$ cat src/rv_pkg.sv
// ------------------------------------------------
// shared types for the rv32i five-stage core
// opcode and branch funct3 constants
// instruction word union with per-format views
// alu and branch enums, pipeline register structs
// ------------------------------------------------
package rv_pkg;

    typedef logic [31:0] word_t;
    typedef logic [4:0]  reg_idx_t;

    // base opcodes, only the supported subset
    localparam logic [6:0] op_r_type = 7'b0110011;
    localparam logic [6:0] op_i_alu  = 7'b0010011;
    localparam logic [6:0] op_load   = 7'b0000011;
    localparam logic [6:0] op_store  = 7'b0100011;
    localparam logic [6:0] op_branch = 7'b1100011;

    localparam logic [2:0] f3_beq = 3'b000;
    localparam logic [2:0] f3_bne = 3'b001;
    localparam logic [2:0] f3_blt = 3'b100;
    localparam logic [2:0] f3_bge = 3'b101;

    localparam int dmem_words_default = 64;

    // ------------------------------------------------
    // instruction formats, all 32 bits
    // ------------------------------------------------
    typedef struct packed {
        logic [6:0] funct7;
        reg_idx_t   rs2;
        reg_idx_t   rs1;
        logic [2:0] funct3;
        reg_idx_t   rd;
        logic [6:0] opcode;
    } r_fmt_t;

    typedef struct packed {
        logic [11:0] imm;
        reg_idx_t    rs1;
        logic [2:0]  funct3;
        reg_idx_t    rd;
        logic [6:0]  opcode;
    } i_fmt_t;

    typedef struct packed {
        logic [6:0] imm_hi;     // imm[11:5]
        reg_idx_t   rs2;
        reg_idx_t   rs1;
        logic [2:0] funct3;
        logic [4:0] imm_lo;     // imm[4:0]
        logic [6:0] opcode;
    } s_fmt_t;

    typedef struct packed {
        logic       imm_12;
        logic [5:0] imm_10_5;
        reg_idx_t   rs2;
        reg_idx_t   rs1;
        logic [2:0] funct3;
        logic [3:0] imm_4_1;
        logic       imm_11;
        logic [6:0] opcode;
    } b_fmt_t;

    // one fetched word, read in every view by decode
    typedef union packed {
        r_fmt_t r_fmt;
        i_fmt_t i_fmt;
        s_fmt_t s_fmt;
        b_fmt_t b_fmt;
    } inst_t;

    typedef enum logic [1:0] {alu_add, alu_sub, alu_and, alu_or} alu_ctrl_t;
    typedef enum logic [1:0] {br_eq, br_ne, br_lt, br_ge} br_kind_t;

    // ------------------------------------------------
    // pipeline registers
    // ------------------------------------------------
    typedef struct packed {
        word_t pc;
        inst_t inst;
        logic  valid;           // cleared by reset and flush
    } if_id_t;

    typedef struct packed {
        word_t     pc;
        word_t     rs1_data;
        word_t     rs2_data;
        word_t     imm;
        reg_idx_t  rs1;
        reg_idx_t  rs2;
        reg_idx_t  rd;
        alu_ctrl_t alu_ctrl;
        logic      alu_src;     // 1 = imm as second operand
        logic      use_rs2;
        logic      is_branch;
        br_kind_t  br_kind;
        logic      mem_read;
        logic      mem_write;
        logic      reg_write;
    } id_ex_t;

    typedef struct packed {
        word_t    alu_result;   // also the load/store address
        word_t    store_data;
        reg_idx_t rd;
        logic     mem_read;
        logic     mem_write;
        logic     reg_write;
    } ex_mem_t;

    // regfile write and external report, valid only when rd != 0
    typedef struct packed {
        logic     valid;
        reg_idx_t rd;
        word_t    data;
    } wb_t;

    typedef struct packed {
        logic  taken;
        word_t target;
    } redirect_t;

endpackage

$ cat src/rv_memory.sv
// ------------------------------------------------
// memory stage
// word-wide data memory, zeroed at reset
// MEM/WB register and writeback select
// ------------------------------------------------
module rv_memory
    import rv_pkg::*;
#(
    parameter int dmem_words = dmem_words_default
) (
    input  logic    clk,
    input  logic    reset_b,
    input  ex_mem_t ex_mem,
    output wb_t     wb
);

    localparam int idx_w = (dmem_words > 1) ? $clog2(dmem_words) : 1;

    word_t            dmem [dmem_words];
    word_t            word_addr;        // byte address >> 2
    logic [idx_w-1:0] idx;

    assign word_addr = ex_mem.alu_result >> 2;
    assign idx       = idx_w'(word_addr % word_t'(dmem_words));  // wraps at depth

    // write on the edge the store leaves EX/MEM
    always_ff @(posedge clk or negedge reset_b) begin
        if (!reset_b) begin
            for (int i = 0; i < dmem_words; i++) begin
                dmem[i] <= '0;
            end
        end else if (ex_mem.mem_write) begin
            dmem[idx] <= ex_mem.store_data;
        end
    end

    // MEM/WB, load data or alu result
    always_ff @(posedge clk or negedge reset_b) begin
        if (!reset_b) begin
            wb <= '0;
        end else begin
            wb.valid <= ex_mem.reg_write && (ex_mem.rd != '0);   // x0 writes never show
            wb.rd    <= ex_mem.rd;
            wb.data  <= ex_mem.mem_read ? dmem[idx] : ex_mem.alu_result;
        end
    end

endmodule

$ cat config.mk
export PLATFORM = sky130hd
export DESIGN_NAME = rv_memory
export DESIGN_NICKNAME = d
export VERILOG_FILES = /design/src/rv_pkg.sv /design/src/rv_memory.sv
export SDC_FILE = /design/constraint.sdc
export NUM_CORES = 2
export LEC_CHECK = 0
export BUFFER_PORTS_ARGS = -buffer_cell sky130_fd_sc_hd__buf_2
export CORE_MARGIN = 1
export CORE_UTILIZATION = 49
export DETAILED_ROUTE_END_ITERATION = 16
export PLACE_DENSITY = 0.61
export SETUP_SLACK_MARGIN = 0.05
export SYNTH_ARGS = -nofsm -noshare
export SYNTH_HDL_FRONTEND = slang
export SYNTH_SLANG_ARGS = --single-unit
$ cat constraint.sdc
create_clock -name clk -period 2.5 [get_ports clk]
set_input_delay 0.5 -clock clk [delete_from_list [all_inputs] [get_ports clk]]
set_output_delay 0.5 -clock clk [all_outputs]
set_load 0.05 [all_outputs]
Word level (Yosys, flattened, before mapping). Cells that the tools add are included.

Register bits: 2086. Input bits: 74. Output and inout bits: 38.

Magnitude comparators: 2. Multiplexer cells: 7. Bitwise gates (word level): 1. Reductions and logical operators: 3.

Operators with widths (number): $bwmux W2048 (1); $bmux W32 S6 (1); $demux W32 S6 (1); $mux W32 (4); $ge A7 B7 Y1 const B (1); $lt A7 B1 Y1 const B (1); $not A6 Y7 (1); $reduce_bool A5 Y1 (1); $logic_and A1 B1 Y1 (2).

Longest topological paths before layout.
Word-level depth: 6. Mapped depth: 11. Gate-level depth less buffers: 6.

Worst setup path after synthesis. Ideal clock, no wire load.

Path type: input port to flip-flop. Start point: input ex_mem[44] in the netlist's numbering. End point: register wb[20] in the netlist's numbering. Arrival time: 2247 ps. Path slack: 127 ps. Cell stages on the path: 8. Path buffers: 4. Cells stage by stage: buf_4 > buf_6 > buf_2 > clkbuf_1 > mux4_2 > a31oi_1 > nand4_1 > o32a_1.

Longest elaborated chain between the ends: 5.

Ends and longest elaborated chain: start, declared (RTL line rv_memory.sv:13) `input ex_mem_t ex_mem,`; $not A6 Y7 (not written as such) (RTL line rv_memory.sv:44) `wb.data <= ex_mem.mem_read ? dmem[idx] : ex_mem.alu_result;`; $bmux W32 S6 (RTL line rv_memory.sv:44); $mux W32 (not written as such) (2 in a row) (RTL line rv_memory.sv:44); $mux W32 (RTL line rv_memory.sv:44); end, declared (RTL line rv_memory.sv:14) `output wb_t wb`.

Every way passes these cells. The select of a mux whose other input is x is not followed. A chain may end at the register's enable or synchronous reset.

Worst setup path after layout.
Start point: input ex_mem[42] in the netlist's numbering. End point: register wb[21] in the netlist's numbering.

The elaborated chain is that of the path after synthesis.

==> results.toml <==
[place]
portBuffers = 111
place_congestion = 0.910
dpl.hpwl_um = 235000

[grt]
grt_pass1_vias = 66100
antenna_found_initial = 18
grt_usage = 0.366
grt_overflow = 0
grt_max_degree = 113
grt_pass1_wl_um = 504000

[worst_setup_path]
crit_fanout = 23
worstPathRequired_ns = 3.26
crit_type = "primary input to register"
critical_path.endpoint_type = "register"
cp-start-kind = "primary input"
critical_path_arrival_ns = 3.19

[finish]
finalNetCount = 7306
area_growth_pct = 20.2
layout-drive-gt1-share = 0.516
num-fill-cells = 14900
final_common_cell = "mux2_2"
final_cell_mix = "2204 x mux2_2, 2086 x dfrtp_1, 643 x buf_4, 282 x buf_12, 224 x a221oi_1"

[floorplan]
initial_core_util = 0.495
die_w_um = 441
die_h_um = 441
rows = 160
dieArea_mm2 = 0.194
pin_count = 112
coreArea_mm2 = 0.191

[timing]
finalMaxSlewViolations = 0
timing.fmax_mhz = 411
slew-limit-headroom = 0.357
worst_pin_slew_ns = 0.962
fin_crit_sh = 0.973
hold_slack_ns = 0.0644
hold_violations = 0
skew_ns = 0.0399
rsz0062_at_grt = "false"
period_needed_ns = 2.43
finalSetupViolCount = 0

[clocking]
cts_tree = "built"
cts_max_level = 4
postCtsSetupRepairBufs = 0
root_buffer = "clkbuf_16"
cts_made_buffers = 219
insertion_delay_ns = 0.87
clk_pin_slew_ns = 0.06
cts.path.max_buffers = 3
cts.sinks = 2086

[yosys]
synth_fp_nets = 6733
synthArstFlopShare = 1.00
ys_ff_latch = 2086
yosysWarnings = 0
synth_flop_cell = "dfrtp_1"
synth-edff-count = 0
syn-instance-count = 6659
ys_types = 64
syn_area_mm2 = 0.0944
syn_area_per_cell_um2 = 14.2
yosysTopAreaCell = "dfrtp_1"
synth_top_area_share = 0.553
synth_seq_area_share = 0.553
synth_area_leaders = "dfrtp_1 55%, mux2_2 26%, mux4_2 3.3%"

[routing]
routed-wl-met2_um = 158000
via_count = 65400
drc = 0
initialDrtViolationCount = 7009
post_drt_via_cell_ratio = 6.58
highest_layer = "met5"
dr.pass1.iters = 8
ant_nets = 0
wl_per_cell_um = 35.7
drt-met1-wl_um = 145000
met3_wirelength_um = 32100
drt-total-wl_um = 355000

[pwr]
cellLeakagePower_nw = 53.3
peakVddDrop_v = 0.000650
power.total_mw = 86.3
p_per_area_mw_per_mm2 = 760

[status]
outcome = "complete, no violations"

[run]
max_cap_violations = 0

[worst_hold_path]
hold_path.class = "primary input to register"
-- per-layer routing --
metal,vias up,GRT usage
li1,26000,-
met1,35100,0.504
met3,916,0.0800
met5,-,0
met2,3328,0.551
met4,6,0.174
-- flip-flops by register name, summed over array words and instances, names as in the netlist --
signal and cells:
dmem 2048, wb 38
-- critical path, cell delays in order --
cell      delay, ns
buf_8          0.25
nor2b_4        0.78
buf_12         0.31
buf_12         0.21
buf_4          0.16
a221oi_1       0.08
o22ai_1        0.40
a22oi_1        0.22
a41oi_1        0.23
-- final cells by class --
type / instances / area (um2) / area share
flip-flops and latches: 2086 / 52200 / 0.460
multi-input cells: 3856 / 39400 / 0.347
repair buffers: 1065 / 11400 / 0.100
clock buffers: 347 / 6730 / 0.0592
well taps: 2511 / 3140 / 0.0277
clock inverters: 54 / 649 / 0.00572
diodes: 15 / 37.5 / 0.000331
inverters: 4 / 27.5 / 0.000242
-- final timing paths --
check,start,to,slack (ns),cells after the start
setup / recovery,ex_mem[42],wb[21],0.07,9
hold / removal,ex_mem[39],dmem[927],0.06,2
setup reg to reg,dmem[1050],wb[26],0.11,7
hold reg to reg,dmem[88],dmem[88],0.48,1
max in group asynchronous,reset_b,dmem[667],1.21,3
min in group asynchronous,reset_b,dmem[1019],0.19,2
-- cells by family (layout without fill, tap and decap cells) --
kind of cell,Yosys count,in the layout,share of synthesized area
AO/OA/AOI/OAI,935,935,0.0740
multiplexers,2597,2597,0.324
AND/OR/NAND/NOR,324,324,0.0151
buffers and inverters,717,1470,0.0346
flip-flops,2086,2086,0.553
other,0,15,0
-- what timing repair did --
item / CTS / global route
hold buffers: 31 / 0
resized for setup: 0 / 1
setup endpoints to repair: 0 / 1
endpoints found under the hold margin: 190 / 0
-- cell usage after synthesis (all sizes together) (10+ instances only) --
cell type,count
a211oi,12
a21oi,94
a221o,46
a221oi,224
a222oi,14
a22o,34
a22oi,174
a31oi,24
buf,419
clkbuf,294
dfrtp,2086
mux2,2242
mux2i,215
mux4,140
nand2,100
nand3,24
nand4,10
nor2,141
o211ai,13
o21ai,101
o221ai,13
o22a,11
o22ai,102
o2bb2ai,15
o32a,17
-- report_power, final --
| part | switching (mW) | total, mW | internal, mW |
|---|---|---|---|
| combinational | 5.91 | 12.3 | 6.40 |
| sequential | 2.24 | 40.5 | 38.2 |
| clock | 14.0 | 33.5 | 19.6 |
-- metrics by stage --
| stage | setup WS, ns | area [um2] | cells | util | setup TNS (ns) |
|---|---|---|---|---|---|
| global route | 0.0998 | 114000 | 9928 | 0.595 | 0 |
| floorplan | 0.127 | 94400 | 6659 | - | 0 |
| detailed placement | -0.832 | 106000 | 9491 | 0.555 | -435.05 |
| CTS | 0.0877 | 114000 | 9923 | 0.595 | 0 |
| global placement | -0.854 | 106000 | 9491 | 0.555 | -385.73 |
| finish | 0.0669 | 114000 | 9938 | 0.595 | 0 |
(Power assumes the default switching activity.)
