--- src/rv_pkg.sv ---
// ------------------------------------------------
// shared types for the rv32i five-stage core
// opcode and branch funct3 constants
// instruction word union with per-format views
// alu and branch enums, pipeline register structs
// ------------------------------------------------
package rv_pkg;

    typedef logic [31:0] word_t;
    typedef logic [4:0]  reg_idx_t;

    // base opcodes, only the supported subset
    localparam logic [6:0] op_r_type = 7'b0110011;
    localparam logic [6:0] op_i_alu  = 7'b0010011;
    localparam logic [6:0] op_load   = 7'b0000011;
    localparam logic [6:0] op_store  = 7'b0100011;
    localparam logic [6:0] op_branch = 7'b1100011;

    localparam logic [2:0] f3_beq = 3'b000;
    localparam logic [2:0] f3_bne = 3'b001;
    localparam logic [2:0] f3_blt = 3'b100;
    localparam logic [2:0] f3_bge = 3'b101;

    localparam int dmem_words_default = 64;

    // ------------------------------------------------
    // instruction formats, all 32 bits
    // ------------------------------------------------
    typedef struct packed {
        logic [6:0] funct7;
        reg_idx_t   rs2;
        reg_idx_t   rs1;
        logic [2:0] funct3;
        reg_idx_t   rd;
        logic [6:0] opcode;
    } r_fmt_t;

    typedef struct packed {
        logic [11:0] imm;
        reg_idx_t    rs1;
        logic [2:0]  funct3;
        reg_idx_t    rd;
        logic [6:0]  opcode;
    } i_fmt_t;

    typedef struct packed {
        logic [6:0] imm_hi;     // imm[11:5]
        reg_idx_t   rs2;
        reg_idx_t   rs1;
        logic [2:0] funct3;
        logic [4:0] imm_lo;     // imm[4:0]
        logic [6:0] opcode;
    } s_fmt_t;

    typedef struct packed {
        logic       imm_12;
        logic [5:0] imm_10_5;
        reg_idx_t   rs2;
        reg_idx_t   rs1;
        logic [2:0] funct3;
        logic [3:0] imm_4_1;
        logic       imm_11;
        logic [6:0] opcode;
    } b_fmt_t;

    // one fetched word, read in every view by decode
    typedef union packed {
        r_fmt_t r_fmt;
        i_fmt_t i_fmt;
        s_fmt_t s_fmt;
        b_fmt_t b_fmt;
    } inst_t;

    typedef enum logic [1:0] {alu_add, alu_sub, alu_and, alu_or} alu_ctrl_t;
    typedef enum logic [1:0] {br_eq, br_ne, br_lt, br_ge} br_kind_t;

    // ------------------------------------------------
    // pipeline registers
    // ------------------------------------------------
    typedef struct packed {
        word_t pc;
        inst_t inst;
        logic  valid;           // cleared by reset and flush
    } if_id_t;

    typedef struct packed {
        word_t     pc;
        word_t     rs1_data;
        word_t     rs2_data;
        word_t     imm;
        reg_idx_t  rs1;
        reg_idx_t  rs2;
        reg_idx_t  rd;
        alu_ctrl_t alu_ctrl;
        logic      alu_src;     // 1 = imm as second operand
        logic      use_rs2;
        logic      is_branch;
        br_kind_t  br_kind;
        logic      mem_read;
        logic      mem_write;
        logic      reg_write;
    } id_ex_t;

    typedef struct packed {
        word_t    alu_result;   // also the load/store address
        word_t    store_data;
        reg_idx_t rd;
        logic     mem_read;
        logic     mem_write;
        logic     reg_write;
    } ex_mem_t;

    // regfile write and external report, valid only when rd != 0
    typedef struct packed {
        logic     valid;
        reg_idx_t rd;
        word_t    data;
    } wb_t;

    typedef struct packed {
        logic  taken;
        word_t target;
    } redirect_t;

endpackage

--- src/rv_fetch.sv ---
// ------------------------------------------------
// fetch stage
// program counter with redirect select
// IF/ID register, holds on stall, clears on flush
// ------------------------------------------------
module rv_fetch
    import rv_pkg::*;
(
    input  logic      clk,
    input  logic      reset_b,
    input  logic      stall,
    input  redirect_t redirect,
    output word_t     imem_addr,
    input  inst_t     imem_inst,
    output if_id_t    if_id
);

    word_t pc;
    word_t pc_next;

    assign imem_addr = pc;
    // redirect wins over stall
    assign pc_next = redirect.taken ? redirect.target : pc + 32'd4;

    always_ff @(posedge clk or negedge reset_b) begin
        if (!reset_b) begin
            pc <= '0;
        end else if (redirect.taken || !stall) begin
            pc <= pc_next;
        end
    end

    always_ff @(posedge clk or negedge reset_b) begin
        if (!reset_b) begin
            if_id <= '0;
        end else if (redirect.taken) begin
            if_id <= '0;                        // drop the wrong-path fetch
        end else if (!stall) begin
            if_id <= '{pc: pc, inst: imem_inst, valid: 1'b1};
        end
    end

endmodule

--- config.mk ---
export PLATFORM = sky130hd
export DESIGN_NAME = rv_fetch
export DESIGN_NICKNAME = d
export VERILOG_FILES = /design/src/rv_pkg.sv /design/src/rv_fetch.sv
export SDC_FILE = /design/constraint.sdc
export NUM_CORES = 1
export LEC_CHECK = 0
export BUFFER_PORTS_ARGS = -buffer_cell sky130_fd_sc_hd__buf_2
export CAP_MARGIN = 10
export CORE_MARGIN = 2
export CORE_UTILIZATION = 30
export CTS_CLUSTER_SIZE = 8
export DETAILED_ROUTE_END_ITERATION = 7
export HOLD_SLACK_MARGIN = 0.05
export REMOVE_ABC_BUFFERS = 1
export SYNTH_ARGS = -nofsm -noshare
export SYNTH_HDL_FRONTEND = slang
export SYNTH_SLANG_ARGS = --single-unit
--- constraint.sdc ---
create_clock -name clk -period 2.2 [get_ports clk]
set_input_delay 0.33 -clock clk [delete_from_list [all_inputs] [get_ports clk]]
set_output_delay 0.33 -clock clk [all_outputs]
set_load 0.01 [all_outputs]
; ---- Yosys cells after proc, flatten, opt, wreduce, memory -nomap -nowiden
; Index checks and enable logic that the tools add are counted.
[totals]
inputBits = 68
elab_cells = 11
output_inout_bits = 97
regBits = 97
[op_classes]
add_sub_neg = 1
reduce_logical = 2
muxes = 3
n_eq_ne = 1
[op_table]
columns = cell, n
row1 = two-way mux 65 bit, 2
row2 = "adder 32 x 3 -> 32 bit, second input constant", 1
row3 = two-way mux 32 bit, 1
row4 = "inequality test 2 x 1 -> 1 bit, second input constant", 1
row5 = zero test 1 bit, 1
row6 = logical OR 1 bit, 1

; ---- Logic depth before layout (Yosys ltp)
[depth]
word_depth = 2
ltp_mapped = 8
mapped_depth_nobuf = 5

; ---- Worst setup path before layout
; No wires, ideal clock.
[synth_timing]
path_type = register to register
startpoint = register pc[15] (netlist: imem_addr[15])
endpoint = register pc[30] (netlist: imem_addr[30])
t_arrival_ps = 2077
required_ps = 2118
setup_slack_ps = 41
stages_incl_launch_ff = 8
n_path_buf = 3
setup_ps = 82
period_less_slack_ps = 2159
path_cell_list = dfrtp_1 -> clkbuf_1 -> nand4_1 -> or4_1 -> buf_2 -> buf_6 -> or4_1 -> a31oi_1
[synth_between]
elab_chain_cells = 2
[synth_rtl]
columns = element, line_no
row1 = "start, declared", rv_fetch.sv:18  ; word_t pc;
row2 = "start signal, assigned", rv_fetch.sv:29  ; pc <= pc_next;
row3 = adder 32 x 3 -> 32 bit, rv_fetch.sv:23  ; assign pc_next = redirect.taken ? redirect.target : pc + 32'd4;
row4 = two-way mux 32 bit, rv_fetch.sv:23
; No other way between the ends.
; A chain may end at the register's enable or synchronous reset.

; ---- Worst setup path in the final report
[layout_timing]
startpoint = register pc[13] (netlist: imem_addr[13])
endpoint = register pc[29] (netlist: imem_addr[29])
; The elaborated chain is that of the path after synthesis.

==> impl_metrics.tcl <==
set metrics [dict create \
    run_status "finished clean" \
    tightestPinTransition_ps 774 \
    synth.lib_cells_used.distinct 36 \
    die-width_um 125 \
    clock_tree.htree_level_count 3 \
    minimum_clock_period_after_layout_ps 2070 \
    cp_data_arrival_time_ps 2340 \
    syn-mean-instance-area_um2 10.5 \
    synth_enable_flop_cells 0 \
    die_height_um 125 \
    mappedNetlistArea_um2 4410 \
    hold_violations 0 \
    path_delay_family "simple AND/OR/NAND/NOR gates" \
    fin_nets 659 \
    max-clock-path-buffers 2 \
    cp_data_required_time_ps 2460 \
    drt_pass1_iterations 4 \
    endpoint_kind "flip-flop" \
    post-route-period-util_pct 94.2 \
    post_route_cells_drive_above_1_share_pct 34.9 \
    synth-seq-cells 97 \
    static-leakage-power_nw 2.96 \
    gr_util_all_layers_pct 15.4 \
    fp.coreArea_um2 14400 \
    worst_clock_skew_ps 5.51 \
    yosys_warnings 0 \
    grt_overflow 0 \
    vias 3831 \
    flow.area_growth_from_synthesis_pct 32.7 \
    boundaryPins 165 \
    setup-violations-final 0 \
    remaining_drc_errors 0 \
    maxSlewHeadroom_pct 48.4 \
    routed_via_density 4.92 \
    place_hpwl_mm 8.71 \
    root_buffer "sky130_fd_sc_hd__clkbuf_16" \
    clkSlewWorstSetupHoldPaths_ps 60 \
    total_power_w 0.00421 \
    die_outline_area_um2 15700 \
    drt_wl_total_mm 12.0 \
    start_util_pct 30.5 \
    dominantRegCellSynth "sky130_fd_sc_hd__dfrtp_1" \
    tritoncts.num_buffers 9 \
    routedWlPerCell_um 15.4 \
    cts_tree "built" \
    ant_nets 0 \
    cts_sink_cnt 97 \
    synth_top_cells_by_area "sky130_fd_sc_hd__dfrtp_1 55%, sky130_fd_sc_hd__mux2i_1 14%, sky130_fd_sc_hd__nor2_1 7.2%" \
    rsz0062_at_grt "no" \
    worstPathCellList "nand4_4, or4_4, buf_6, or4b_1, a31oi_1" \
    worstSkewPairLatency_ps 340 \
    place.gp.congestion 0.816 \
    max_stage_delay_ps 570 \
    number_of_antenna_violations_at_the_first_check_in_global_routing 1 \
    drt_iter0_markers 156 \
    syn-instance-count 419 \
    postSynth.asyncResetShare_pct 100 \
    cp_num_buf_inv 1 \
    finalMaxSlewViolations 0 \
    port_buffers 164 \
    dp_slack_ps 49.5 \
    critical_path.slowest_cell "sky130_fd_sc_hd__or4_4" \
    power_per_cell_area_nw_per_um2 720 \
    synth_largest_type_area_fraction_pct 55.1 \
    achievable-frequency_ghz 0.483 \
    vdd_drop_max_mv 0.291 \
    critPathMaxFanout 26 \
    worstHoldPathType "input pin to flip-flop" \
    path_class "flip-flop to flip-flop" \
    synth_largest_area_cell "sky130_fd_sc_hd__dfrtp_1" \
    grt_pass1_vias 3817 \
    grt_max_degree 46 \
    drv_cap 0 \
    finalWorstSetupSlack_ps 128 \
    synth.yosys.seq_area_share_pct 55.1 \
    rows 44 \
    setup.worst_path.start_class "flip-flop" \
    grt_pass1_wl_mm 19.3 \
]
[final timing paths]
check	start	to	slack, ps	cells after the start
worst max-delay path	imem_addr[13]	imem_addr[29]	130	5
max in group asynchronous	reset_b	if_id[39]	1080	3
min in group asynchronous	reset_b	if_id[62]	540	2
worst max register to register	imem_addr[13]	imem_addr[29]	130	5
worst min register to register	if_id[27]	if_id[27]	520	2
worst min-delay path	redirect[6]	imem_addr[6]	190	3
[kinds of logic after synthesis]
family	after synthesis	synth area share (%)
xor gates and xnor gates	13	2.58
DFF	97	55.1
muxes	65	14.8
buffers and inverters	34	3.10
adders and majority gates	1	0.284
and+or+nand+nor	161	17.2
AOI/OAI and AO/OA	48	6.87
[synth_stat cells, drive strengths merged (6+ instances only)]
library cell	number
a31oi	15
buf	6
clkbuf	24
dfrtp	97
mux2i	63
nand2	27
nand3	9
nand4	9
nor2	84
o21ai	15
o31ai	11
or4	12
xnor2	10
[flip-flops by register name, indices dropped and copies added, names as in the netlist]
signal     cells
if_id         65
imem_addr     32
[power breakdown]
group	switching, W	total, W	leakage [nW]	internal (W)
registers	0.000114	0.00203	1.23	0.00192
clock network	0.000644	0.00146	0.129	0.000818
logic	0.000399	0.000718	1.59	0.000319
total	0.00116	0.00421	2.96	0.00305
[routing by layer]
layer  share of wire, %  vias up  global-route usage [%]
met5               0.11        -                       0
met4                2.4        2                    6.86
met3                6.4       23                    4.41
met2                 48      113                    25.2
met1                 43     1870                    18.9
li1                   -     1823                       -
[layout make-up]
class | instances | area [um2]
repair buffers | 190 | 1050
clock buffers | 14 | 264
inverters | 4 | 15.0
diodes | 1 | 2.50
well taps | 184 | 230
flip-flops and latches | 97 | 2430
multi-input cells | 288 | 1850
fillers | 1455 | 8580
[cell usage in the layout, fill, tap and decap left out, types with 2 or more instances in the layout]
cell type,count
sky130_fd_sc_hd__mux2_2,2
sky130_fd_sc_hd__clkbuf_16,9
sky130_fd_sc_hd__nand4_1,8
sky130_fd_sc_hd__buf_2,161
sky130_fd_sc_hd__nand2_1,27
sky130_fd_sc_hd__buf_12,2
sky130_fd_sc_hd__clkbuf_1,3
sky130_fd_sc_hd__and4_1,2
sky130_fd_sc_hd__nand3b_1,2
sky130_fd_sc_hd__a31oi_1,15
sky130_fd_sc_hd__o31ai_1,11
sky130_fd_sc_hd__inv_1,4
sky130_fd_sc_hd__dfrtp_1,97
sky130_fd_sc_hd__o21ai_0,15
sky130_fd_sc_hd__nor3_1,3
sky130_fd_sc_hd__nor2_1,84
sky130_fd_sc_hd__a21oi_1,3
sky130_fd_sc_hd__or4_1,11
sky130_fd_sc_hd__clkbuf_8,2
sky130_fd_sc_hd__xnor2_1,10
sky130_fd_sc_hd__buf_4,25
sky130_fd_sc_hd__nand3_1,9
sky130_fd_sc_hd__xor2_1,3
sky130_fd_sc_hd__o41ai_1,3
sky130_fd_sc_hd__nor4_1,4
sky130_fd_sc_hd__mux2i_1,63
[stage by stage]
step | std cells | hold WS [ps] | util, % | instance area, um2 | TNS, ps
detailed placement | 761 | 372 | 38.5 | 5550 | 0
floorplan | 389 | 34.4 | - | 4280 | -314
finish | 778 | 191 | 40.5 | 5850 | 0
CTS | 776 | 177 | 40.4 | 5820 | 0
global placement | 761 | 365 | 38.5 | 5550 | 0
global route | 777 | 206 | 40.5 | 5850 | 0
[timing repair]
| item | 4_1_cts | 5_1_grt |
|---|---|---|
| setup buffers | 0 | 1 |
| resized for setup | 0 | 3 |
| endpoints found under the hold margin | 39 | 0 |
| hold buffers | 1 | 0 |
| endpoints found under the setup margin | 0 | 10 |
[tightest hold or removal path: stages]
cell and delay (ps):
sky130_fd_sc_hd__buf_2 80, sky130_fd_sc_hd__nand2_1 40, sky130_fd_sc_hd__o21ai_0 50
No activity file was read; power rests on OpenSTA's default activity.
