==> config.mk <==
export PLATFORM = sky130hd
export DESIGN_NAME = rv_execute
export DESIGN_NICKNAME = d
export VERILOG_FILES = /design/src/rv_pkg.sv /design/src/rv_execute.sv
export SDC_FILE = /design/constraint.sdc
export NUM_CORES = 1
export LEC_CHECK = 0
export BUFFER_PORTS_ARGS = -buffer_cell sky130_fd_sc_hd__buf_2
export CAP_MARGIN = 15
export CORE_MARGIN = 5
export CORE_UTILIZATION = 45
export CTS_CLUSTER_SIZE = 8
export DETAILED_ROUTE_END_ITERATION = 16
export GPL_ROUTABILITY_DRIVEN = 0
export MAX_ROUTING_LAYER = met4
export PLACE_DENSITY = 0.76
export SLEW_MARGIN = 20
export SYNTH_ARGS = -nofsm -noshare
export SYNTH_HDL_FRONTEND = slang
export SYNTH_SLANG_ARGS = --single-unit
==> constraint.sdc <==
create_clock -name clk -period 13.71 [get_ports clk]
set_input_delay 2.742 -clock clk [delete_from_list [all_inputs] [get_ports clk]]
set_output_delay 2.742 -clock clk [all_outputs]
set_load 0.03 [all_outputs]
==> src/rv_pkg.sv <==
// ------------------------------------------------
// shared types for the rv32i five-stage core
// opcode and branch funct3 constants
// instruction word union with per-format views
// alu and branch enums, pipeline register structs
// ------------------------------------------------
package rv_pkg;

    typedef logic [31:0] word_t;
    typedef logic [4:0]  reg_idx_t;

    // base opcodes, only the supported subset
    localparam logic [6:0] op_r_type = 7'b0110011;
    localparam logic [6:0] op_i_alu  = 7'b0010011;
    localparam logic [6:0] op_load   = 7'b0000011;
    localparam logic [6:0] op_store  = 7'b0100011;
    localparam logic [6:0] op_branch = 7'b1100011;

    localparam logic [2:0] f3_beq = 3'b000;
    localparam logic [2:0] f3_bne = 3'b001;
    localparam logic [2:0] f3_blt = 3'b100;
    localparam logic [2:0] f3_bge = 3'b101;

    localparam int dmem_words_default = 64;

    // ------------------------------------------------
    // instruction formats, all 32 bits
    // ------------------------------------------------
    typedef struct packed {
        logic [6:0] funct7;
        reg_idx_t   rs2;
        reg_idx_t   rs1;
        logic [2:0] funct3;
        reg_idx_t   rd;
        logic [6:0] opcode;
    } r_fmt_t;

    typedef struct packed {
        logic [11:0] imm;
        reg_idx_t    rs1;
        logic [2:0]  funct3;
        reg_idx_t    rd;
        logic [6:0]  opcode;
    } i_fmt_t;

    typedef struct packed {
        logic [6:0] imm_hi;     // imm[11:5]
        reg_idx_t   rs2;
        reg_idx_t   rs1;
        logic [2:0] funct3;
        logic [4:0] imm_lo;     // imm[4:0]
        logic [6:0] opcode;
    } s_fmt_t;

    typedef struct packed {
        logic       imm_12;
        logic [5:0] imm_10_5;
        reg_idx_t   rs2;
        reg_idx_t   rs1;
        logic [2:0] funct3;
        logic [3:0] imm_4_1;
        logic       imm_11;
        logic [6:0] opcode;
    } b_fmt_t;

    // one fetched word, read in every view by decode
    typedef union packed {
        r_fmt_t r_fmt;
        i_fmt_t i_fmt;
        s_fmt_t s_fmt;
        b_fmt_t b_fmt;
    } inst_t;

    typedef enum logic [1:0] {alu_add, alu_sub, alu_and, alu_or} alu_ctrl_t;
    typedef enum logic [1:0] {br_eq, br_ne, br_lt, br_ge} br_kind_t;

    // ------------------------------------------------
    // pipeline registers
    // ------------------------------------------------
    typedef struct packed {
        word_t pc;
        inst_t inst;
        logic  valid;           // cleared by reset and flush
    } if_id_t;

    typedef struct packed {
        word_t     pc;
        word_t     rs1_data;
        word_t     rs2_data;
        word_t     imm;
        reg_idx_t  rs1;
        reg_idx_t  rs2;
        reg_idx_t  rd;
        alu_ctrl_t alu_ctrl;
        logic      alu_src;     // 1 = imm as second operand
        logic      use_rs2;
        logic      is_branch;
        br_kind_t  br_kind;
        logic      mem_read;
        logic      mem_write;
        logic      reg_write;
    } id_ex_t;

    typedef struct packed {
        word_t    alu_result;   // also the load/store address
        word_t    store_data;
        reg_idx_t rd;
        logic     mem_read;
        logic     mem_write;
        logic     reg_write;
    } ex_mem_t;

    // regfile write and external report, valid only when rd != 0
    typedef struct packed {
        logic     valid;
        reg_idx_t rd;
        word_t    data;
    } wb_t;

    typedef struct packed {
        logic  taken;
        word_t target;
    } redirect_t;

endpackage

==> src/rv_execute.sv <==
// ------------------------------------------------
// execute stage
// operand forwarding from EX/MEM and MEM/WB
// alu, branch unit and redirect
// EX/MEM register
// ------------------------------------------------
module rv_execute
    import rv_pkg::*;
(
    input  logic      clk,
    input  logic      reset_b,
    input  id_ex_t    id_ex,
    input  wb_t       wb,
    output ex_mem_t   ex_mem,
    output redirect_t redirect
);

    word_t       op_a;          // forwarded rs1
    word_t       op_b_reg;      // forwarded rs2, also store data
    word_t       op_b;          // alu second operand
    word_t       alu_y;
    logic [32:0] diff;          // sign-extended a - b
    logic        is_eq;
    logic        is_lt;
    logic        br_cond;

    // ------------------------------------------------
    // forwarding, EX/MEM first then wb
    // ------------------------------------------------
    always_comb begin
        op_a = id_ex.rs1_data;
        if (ex_mem.reg_write && ex_mem.rd != '0 && ex_mem.rd == id_ex.rs1) begin
            op_a = ex_mem.alu_result;
        end else if (wb.valid && wb.rd == id_ex.rs1) begin
            op_a = wb.data;
        end
    end

    always_comb begin
        op_b_reg = id_ex.rs2_data;
        if (id_ex.use_rs2) begin
            if (ex_mem.reg_write && ex_mem.rd != '0 && ex_mem.rd == id_ex.rs2) begin
                op_b_reg = ex_mem.alu_result;
            end else if (wb.valid && wb.rd == id_ex.rs2) begin
                op_b_reg = wb.data;
            end
        end
    end

    assign op_b = id_ex.alu_src ? id_ex.imm : op_b_reg;

    // alu
    always_comb begin
        case (id_ex.alu_ctrl)
            alu_sub: alu_y = op_a - op_b;
            alu_and: alu_y = op_a & op_b;
            alu_or:  alu_y = op_a | op_b;
            default: alu_y = op_a + op_b;
        endcase
    end

    // ------------------------------------------------
    // branch unit
    // ------------------------------------------------
    assign diff  = {op_a[31], op_a} - {op_b_reg[31], op_b_reg};
    assign is_eq = (diff == '0);
    assign is_lt = diff[32];            // true sign, no overflow in 33 bits

    always_comb begin
        case (id_ex.br_kind)
            br_eq:   br_cond = is_eq;
            br_ne:   br_cond = !is_eq;
            br_lt:   br_cond = is_lt;
            default: br_cond = !is_lt;  // bge
        endcase
    end

    assign redirect.taken  = id_ex.is_branch && br_cond;
    assign redirect.target = id_ex.pc + id_ex.imm;

    always_ff @(posedge clk or negedge reset_b) begin
        if (!reset_b) begin
            ex_mem <= '0;
        end else begin
            ex_mem.alu_result <= alu_y;
            ex_mem.store_data <= op_b_reg;
            ex_mem.rd         <= id_ex.rd;
            ex_mem.mem_read   <= id_ex.mem_read;
            ex_mem.mem_write  <= id_ex.mem_write;
            ex_mem.reg_write  <= id_ex.reg_write;
        end
    end

endmodule

Yosys cells after proc, flatten, opt, wreduce, memory -nomap -nowiden. Index checks and enable logic that the tools add are counted.

Bits in registers: 72. Word-level logic and storage cells: 40.

$add $sub $neg: 4. Eq/ne operators: 9. Mux-type cells: 8. Bitwise logic cells: 2. Reduce and logical (&&, ||, !) cells: 11.

Operators by type and width (count): $mux 32 (6); $pmux 32 s3 (1); $add 32x32->32 (2); $logic_not 33->1 (1); $sub 32x32->33 (1); $and 32x32->32 (1); $or 32x32->32 (1); $sub 32x32->32 (1); $eq 5x5->1 (4); $eq 2x2->1 const B (3); $logic_and 1x1->1 (6); $reduce_bool 5->1 (1); $eq 2x1->1 const B (2); $pmux 1 s3 (1); $logic_not 1->1 (2); $logic_not 2->1 (1).

Logic depth before layout (Yosys ltp).
Depth after elaboration: 10. Depth in mapped cells: 26.

Worst setup path before layout. Ideal clock, no wire load.

Path type: input to output. Start point: input port id_ex[23] in the netlist's numbering. End point: output port redirect[32] in the netlist's numbering. Arrival: 7.371 ns. Required time: 10.968 ns. Setup slack: 3.597 ns. Stages on the path: 21. Path buffers: 2. Path through: xor2_1 -> nor4_1 -> and3_1 -> clkbuf_1 -> clkbuf_1 -> mux2i_1 -> o21a_1 -> ha_1 -> inv_1 -> fa_1 -> a21o_1 -> and4_1 -> o21ai_0 -> o221a_2 -> a31oi_1 -> a31oi_1 -> o31ai_1 -> a21o_1 -> nor4_1 -> nor3_1 -> and3b_1.

RTL lines: start, declared (RTL line rv_execute.sv:12) `input id_ex_t id_ex,`; end, declared (RTL line rv_execute.sv:15) `output redirect_t redirect`.

==> impl_metrics.xml <==
<?xml version="1.0" encoding="UTF-8"?>
<metrics>
  <group name="power_and_ir_drop">
    <metric name="p_leak" unit="nW">5.81</metric>
    <metric name="power.density" unit="nW/µm²">98.2</metric>
    <metric name="vdd_drop_max" unit="µV">63.5</metric>
  </group>
  <group name="final_layout">
    <metric name="multi_input_area" unit="µm²">8570</metric>
    <metric name="largest_register_ff_count" unit="">72</metric>
    <metric name="proportion_of_layout_cells_with_a_drive_suffix_above_1" unit="">0.218</metric>
    <metric name="finish.utilization" unit="">0.536</metric>
    <metric name="fillCellCount" unit="">2307</metric>
    <metric name="finish.cell_count_without_fillers" unit="">2025</metric>
    <metric name="largest-register" unit="">ex_mem</metric>
    <metric name="largest_registers" unit="">ex_mem: 72 flops</metric>
    <metric name="layout_commonest_cell" unit="">sky130_fd_sc_hd__buf_2</metric>
    <metric name="layout_common_cells" unit="">sky130_fd_sc_hd__buf_2, sky130_fd_sc_hd__nand2_1, sky130_fd_sc_hd__o21ai_0</metric>
    <metric name="regArea" unit="µm²">1800</metric>
    <metric name="finalNetCount" unit="">1989</metric>
    <metric name="flow.area_growth_from_synthesis" unit="%">18.2</metric>
  </group>
  <group name="sta">
    <metric name="final.min_clock_period" unit="ns">11.26</metric>
    <metric name="fin_skew" unit="ns">0.0109</metric>
    <metric name="tightestPinTransition" unit="ns">1.15</metric>
    <metric name="unrepaired_setup_endpoints_after_global_routing" unit="">no</metric>
    <metric name="layout_worst_path_cycle_share" unit="">0.821</metric>
    <metric name="setup-tns-final" unit="ns">0</metric>
    <metric name="timing_hold_violations_final" unit="">0</metric>
    <metric name="hold_slack" unit="ns">0.802</metric>
    <metric name="max_slew_margin" unit="">0.230</metric>
    <metric name="setup_ws" unit="ns">2.45</metric>
    <metric name="timing.final.setup_violations" unit="">0</metric>
    <metric name="final-max-slew-violation-count" unit="">0</metric>
    <metric name="max_freq" unit="GHz">0.0888</metric>
  </group>
  <group name="worst_setup_path">
    <metric name="regToRegSetupSlack" unit="ns">6.95</metric>
    <metric name="timing.critical_path.required" unit="ns">10.97</metric>
    <metric name="timing.critical_path.slowest_cell_delay" unit="ns">0.90</metric>
    <metric name="r2r_depth" unit="">22</metric>
    <metric name="worstPathMaxFanout" unit="">48</metric>
    <metric name="type_of_element_launching_the_critical_path" unit="">primary input</metric>
    <metric name="cpMostUsedCell" unit="">sky130_fd_sc_hd__o21ai_0</metric>
    <metric name="end_kind" unit="">primary output</metric>
    <metric name="cell_chain_of_the_critical_path" unit="">buf_2 &gt; buf_4 &gt; clkinv_1 &gt; nor2_2 &gt; o21ai_0 &gt; ha_1 &gt; a21oi_1 &gt; o21ai_0 &gt; a221oi_1 &gt; o21ai_0 &gt; a211oi_1 &gt; o21ai_0 &gt; a211oi_1 &gt; o31ai_1 &gt; nor4_1 &gt; nor3_1 &gt; and3b_1 &gt; buf_2</metric>
    <metric name="crit_path_top_delay_cell" unit="">sky130_fd_sc_hd__nor2_2</metric>
    <metric name="regToRegEndpoint" unit="">ex_mem[71]</metric>
    <metric name="setup.worst_path.class" unit="">in -&gt; out</metric>
    <metric name="launch_instance_of_the_worst_register_to_register_path" unit="">ex_mem[7]</metric>
    <metric name="worst_ep_arrival_time" unit="ns">8.52</metric>
  </group>
  <group name="floorplanning">
    <metric name="rows" unit="">57</metric>
    <metric name="floorplan.initialDensity" unit="">0.454</metric>
    <metric name="floorplan.io_pins" unit="">298</metric>
    <metric name="fp.coreArea" unit="µm²">24100</metric>
    <metric name="die_w" unit="µm">166</metric>
    <metric name="die-area" unit="µm²">27500</metric>
    <metric name="die-height" unit="µm">166</metric>
  </group>
  <group name="logic_synthesis">
    <metric name="synth_top_cells_by_area" unit="">sky130_fd_sc_hd__dfrtp_1, sky130_fd_sc_hd__ha_1, sky130_fd_sc_hd__xnor2_1</metric>
    <metric name="synthesized_area_fraction_occupied_by_ao_oa_aoi_and_oai_cells" unit="">0.312</metric>
    <metric name="synth_top_family_by_area" unit="">compound AO/OA/AOI/OAI gates</metric>
    <metric name="synth-main-ff-cell" unit="">sky130_fd_sc_hd__dfrtp_1</metric>
    <metric name="netlist_instances" unit="">1446</metric>
    <metric name="post_syn_area_per_cell" unit="µm²">7.56</metric>
    <metric name="synth-warning-count" unit="">0</metric>
    <metric name="synth.mux.area_fraction" unit="">0.0407</metric>
    <metric name="syn-cell-area" unit="µm²">10900</metric>
    <metric name="synth_largest_area_cell" unit="">sky130_fd_sc_hd__dfrtp_1</metric>
    <metric name="synth_largest_type_area_fraction" unit="">0.165</metric>
    <metric name="synthSimpleGateAreaFrac" unit="">0.202</metric>
    <metric name="yosys.area_share.xor_xnor" unit="">0.0872</metric>
    <metric name="synth_fp_nets" unit="">1739</metric>
    <metric name="synthArstFlopShare" unit="">1.00</metric>
    <metric name="synth_edf_count" unit="">0</metric>
    <metric name="yosys.cell_types.count" unit="">100</metric>
    <metric name="synth_seq_cells" unit="">72</metric>
    <metric name="post_synth_fa_ha_maj_area_fraction" unit="">0.141</metric>
    <metric name="ys_seq_area_frac" unit="">0.165</metric>
  </group>
  <group name="global_route">
    <metric name="number_of_antenna_violations_at_the_first_check_in_global_routing" unit="">1</metric>
    <metric name="grt_use_total" unit="">0.320</metric>
    <metric name="grt_start_max_net_pins" unit="">73</metric>
    <metric name="grt_overflow" unit="">0</metric>
    <metric name="global_route_wire_length_before_repair" unit="µm">69000</metric>
    <metric name="number_of_global_route_vias_before_repair" unit="">12400</metric>
  </group>
  <group name="clock_network">
    <metric name="cts_hold_repair.buffers" unit="">0</metric>
    <metric name="worstSkewPairLatency" unit="ns">0.36</metric>
    <metric name="clkTransAtPathRegs" unit="ns">0.07</metric>
    <metric name="h-tree-depth" unit="">3</metric>
    <metric name="tritoncts.num_buffers" unit="">9</metric>
    <metric name="clock_tree.root_cell" unit="">sky130_fd_sc_hd__clkbuf_16</metric>
    <metric name="postCtsResizedCells" unit="">0</metric>
    <metric name="postCtsSetupRepairBufs" unit="">0</metric>
    <metric name="numClockSinks" unit="">72</metric>
    <metric name="tritoncts" unit="">built</metric>
    <metric name="clk_path_buf_depth" unit="">2</metric>
  </group>
  <group name="detailed_routing">
    <metric name="detail_route.vias_per_cell" unit="">6.45</metric>
    <metric name="first_iter_violations" unit="">1791</metric>
    <metric name="wl_per_cell" unit="µm">22.1</metric>
    <metric name="final_antenna_net_count" unit="">0</metric>
    <metric name="detailedRoute.firstPassIterationCount" unit="">7</metric>
    <metric name="drt_drc_violations_left" unit="">0</metric>
    <metric name="route.final.wire_length" unit="µm">44700</metric>
    <metric name="via_count" unit="">13100</metric>
  </group>
  <group name="placement">
    <metric name="dpl.hpwl" unit="µm">35300</metric>
    <metric name="placedCellCount" unit="">2009</metric>
    <metric name="placement.setup.worst_slack" unit="ns">2.74</metric>
    <metric name="io_buffers" unit="">297</metric>
  </group>
  <group name="job">
    <metric name="drv_cap" unit="">0</metric>
  </group>
  <group name="worst_hold_path">
    <metric name="whs_path_depth" unit="">3</metric>
    <metric name="whs_endpoint" unit="">ex_mem[13]</metric>
    <metric name="min-delay-start" unit="">ex_mem[45]</metric>
    <metric name="hp-class" unit="">reg -&gt; reg</metric>
  </group>
  <group name="outcome">
    <metric name="outcome" unit="">complete, no violations</metric>
  </group>
</metrics>
## worst max-delay path, delay by kind of cell
family / cells / cell delay [ns]
AOI/OAI and AO/OA: 9 / 2.47
and+or+nand+nor: 4 / 1.53
buffers and inverters: 4 / 1.30
adders and majority gates: 1 / 0.45
## stage by stage
step / total power [mW] / instance area (µm²)
global route: 1.34 / 12900
CTS: 1.25 / 12900
detailed placement: 0.984 / 12600
floorplan: 0.767 / 10900
global placement: 0.977 / 12600
finish: 1.27 / 12900
## per-layer routing
| layer | routed length [µm] | up-vias | track usage |
|---|---|---|---|
| met3 | 5680 | 197 | 0.0807 |
| met2 | 18900 | 956 | 0.468 |
| met5 | 0 | - | - |
| li1 | - | 5876 | - |
| met1 | 17300 | 6038 | 0.405 |
| met4 | 2810 | 0 | 0.171 |
## power breakdown
group	internal [mW]	total, mW	leakage, nW	switching, mW
Sequential	0.242	0.285	0.842	0.0424
Combinational	0.260	0.724	4.83	0.464
Clock	0.158	0.261	0.147	0.103
Total	0.660	1.27	5.81	0.609
## cell families (layout without fill, tap and decap cells)
kind of cell / Yosys count / after routing
compound gates: 514 / 514
simple gates: 438 / 438
buf+inv: 143 / 397
fa+ha+maj: 127 / 127
xor+xnor: 108 / 108
flops: 72 / 72
mux: 44 / 44
other cells: 0 / 1
## how the worst max path moves through the flow
stage / start / end / slack, ns / depth (start not counted)
2_1_floorplan: id_ex[23] / redirect[32] / 3.60 / 21
3_3_place_gp: id_ex[23] / redirect[32] / 2.95 / 21
3_5_place_dp: id_ex[6] / redirect[32] / 2.74 / 18
4_1_cts: id_ex[6] / redirect[32] / 2.75 / 18
5_1_grt: id_ex[6] / redirect[32] / 2.02 / 18
6_report: id_ex[6] / redirect[32] / 2.45 / 18
## cells in the mapped netlist (5+ instances only)
cell type	instances
sky130_fd_sc_hd__o22a_1	7
sky130_fd_sc_hd__a221oi_1	6
sky130_fd_sc_hd__nand3_1	27
sky130_fd_sc_hd__nor2b_1	12
sky130_fd_sc_hd__a21boi_0	8
sky130_fd_sc_hd__maj3_1	27
sky130_fd_sc_hd__and2_1	7
sky130_fd_sc_hd__and3_1	15
sky130_fd_sc_hd__nor3_1	24
sky130_fd_sc_hd__a21o_1	42
sky130_fd_sc_hd__nand2b_1	33
sky130_fd_sc_hd__xnor2_1	77
sky130_fd_sc_hd__nor4_1	7
sky130_fd_sc_hd__clkbuf_1	49
sky130_fd_sc_hd__buf_2	5
sky130_fd_sc_hd__o211ai_1	10
sky130_fd_sc_hd__a211o_1	8
sky130_fd_sc_hd__or3_1	9
sky130_fd_sc_hd__inv_1	74
sky130_fd_sc_hd__dfrtp_1	72
sky130_fd_sc_hd__o21ai_0	132
sky130_fd_sc_hd__a211oi_1	22
sky130_fd_sc_hd__o22ai_1	31
sky130_fd_sc_hd__ha_1	97
sky130_fd_sc_hd__nand4_1	29
sky130_fd_sc_hd__and4_1	10
sky130_fd_sc_hd__xor2_1	30
sky130_fd_sc_hd__a21oi_1	117
sky130_fd_sc_hd__mux2i_1	40
sky130_fd_sc_hd__nand2_1	142
sky130_fd_sc_hd__nor2_1	88
sky130_fd_sc_hd__o21a_1	24
sky130_fd_sc_hd__o31ai_1	16
sky130_fd_sc_hd__o221a_2	8
sky130_fd_sc_hd__a31oi_1	14
sky130_fd_sc_hd__buf_1	5
sky130_fd_sc_hd__nand3b_1	7
sky130_fd_sc_hd__or2_2	9
## cell type report
type / count / area share
sequential: 72 / 0.139
inverter: 79 / 0.0229
timing repair buffer: 303 / 0.119
multi-input combinational: 1231 / 0.663
clock buffer: 9 / 0.0174
antenna: 1 / 0.000194
tap: 324 / 0.0314
clock inverter: 6 / 0.00658
No activity file was read; power rests on OpenSTA's default activity.
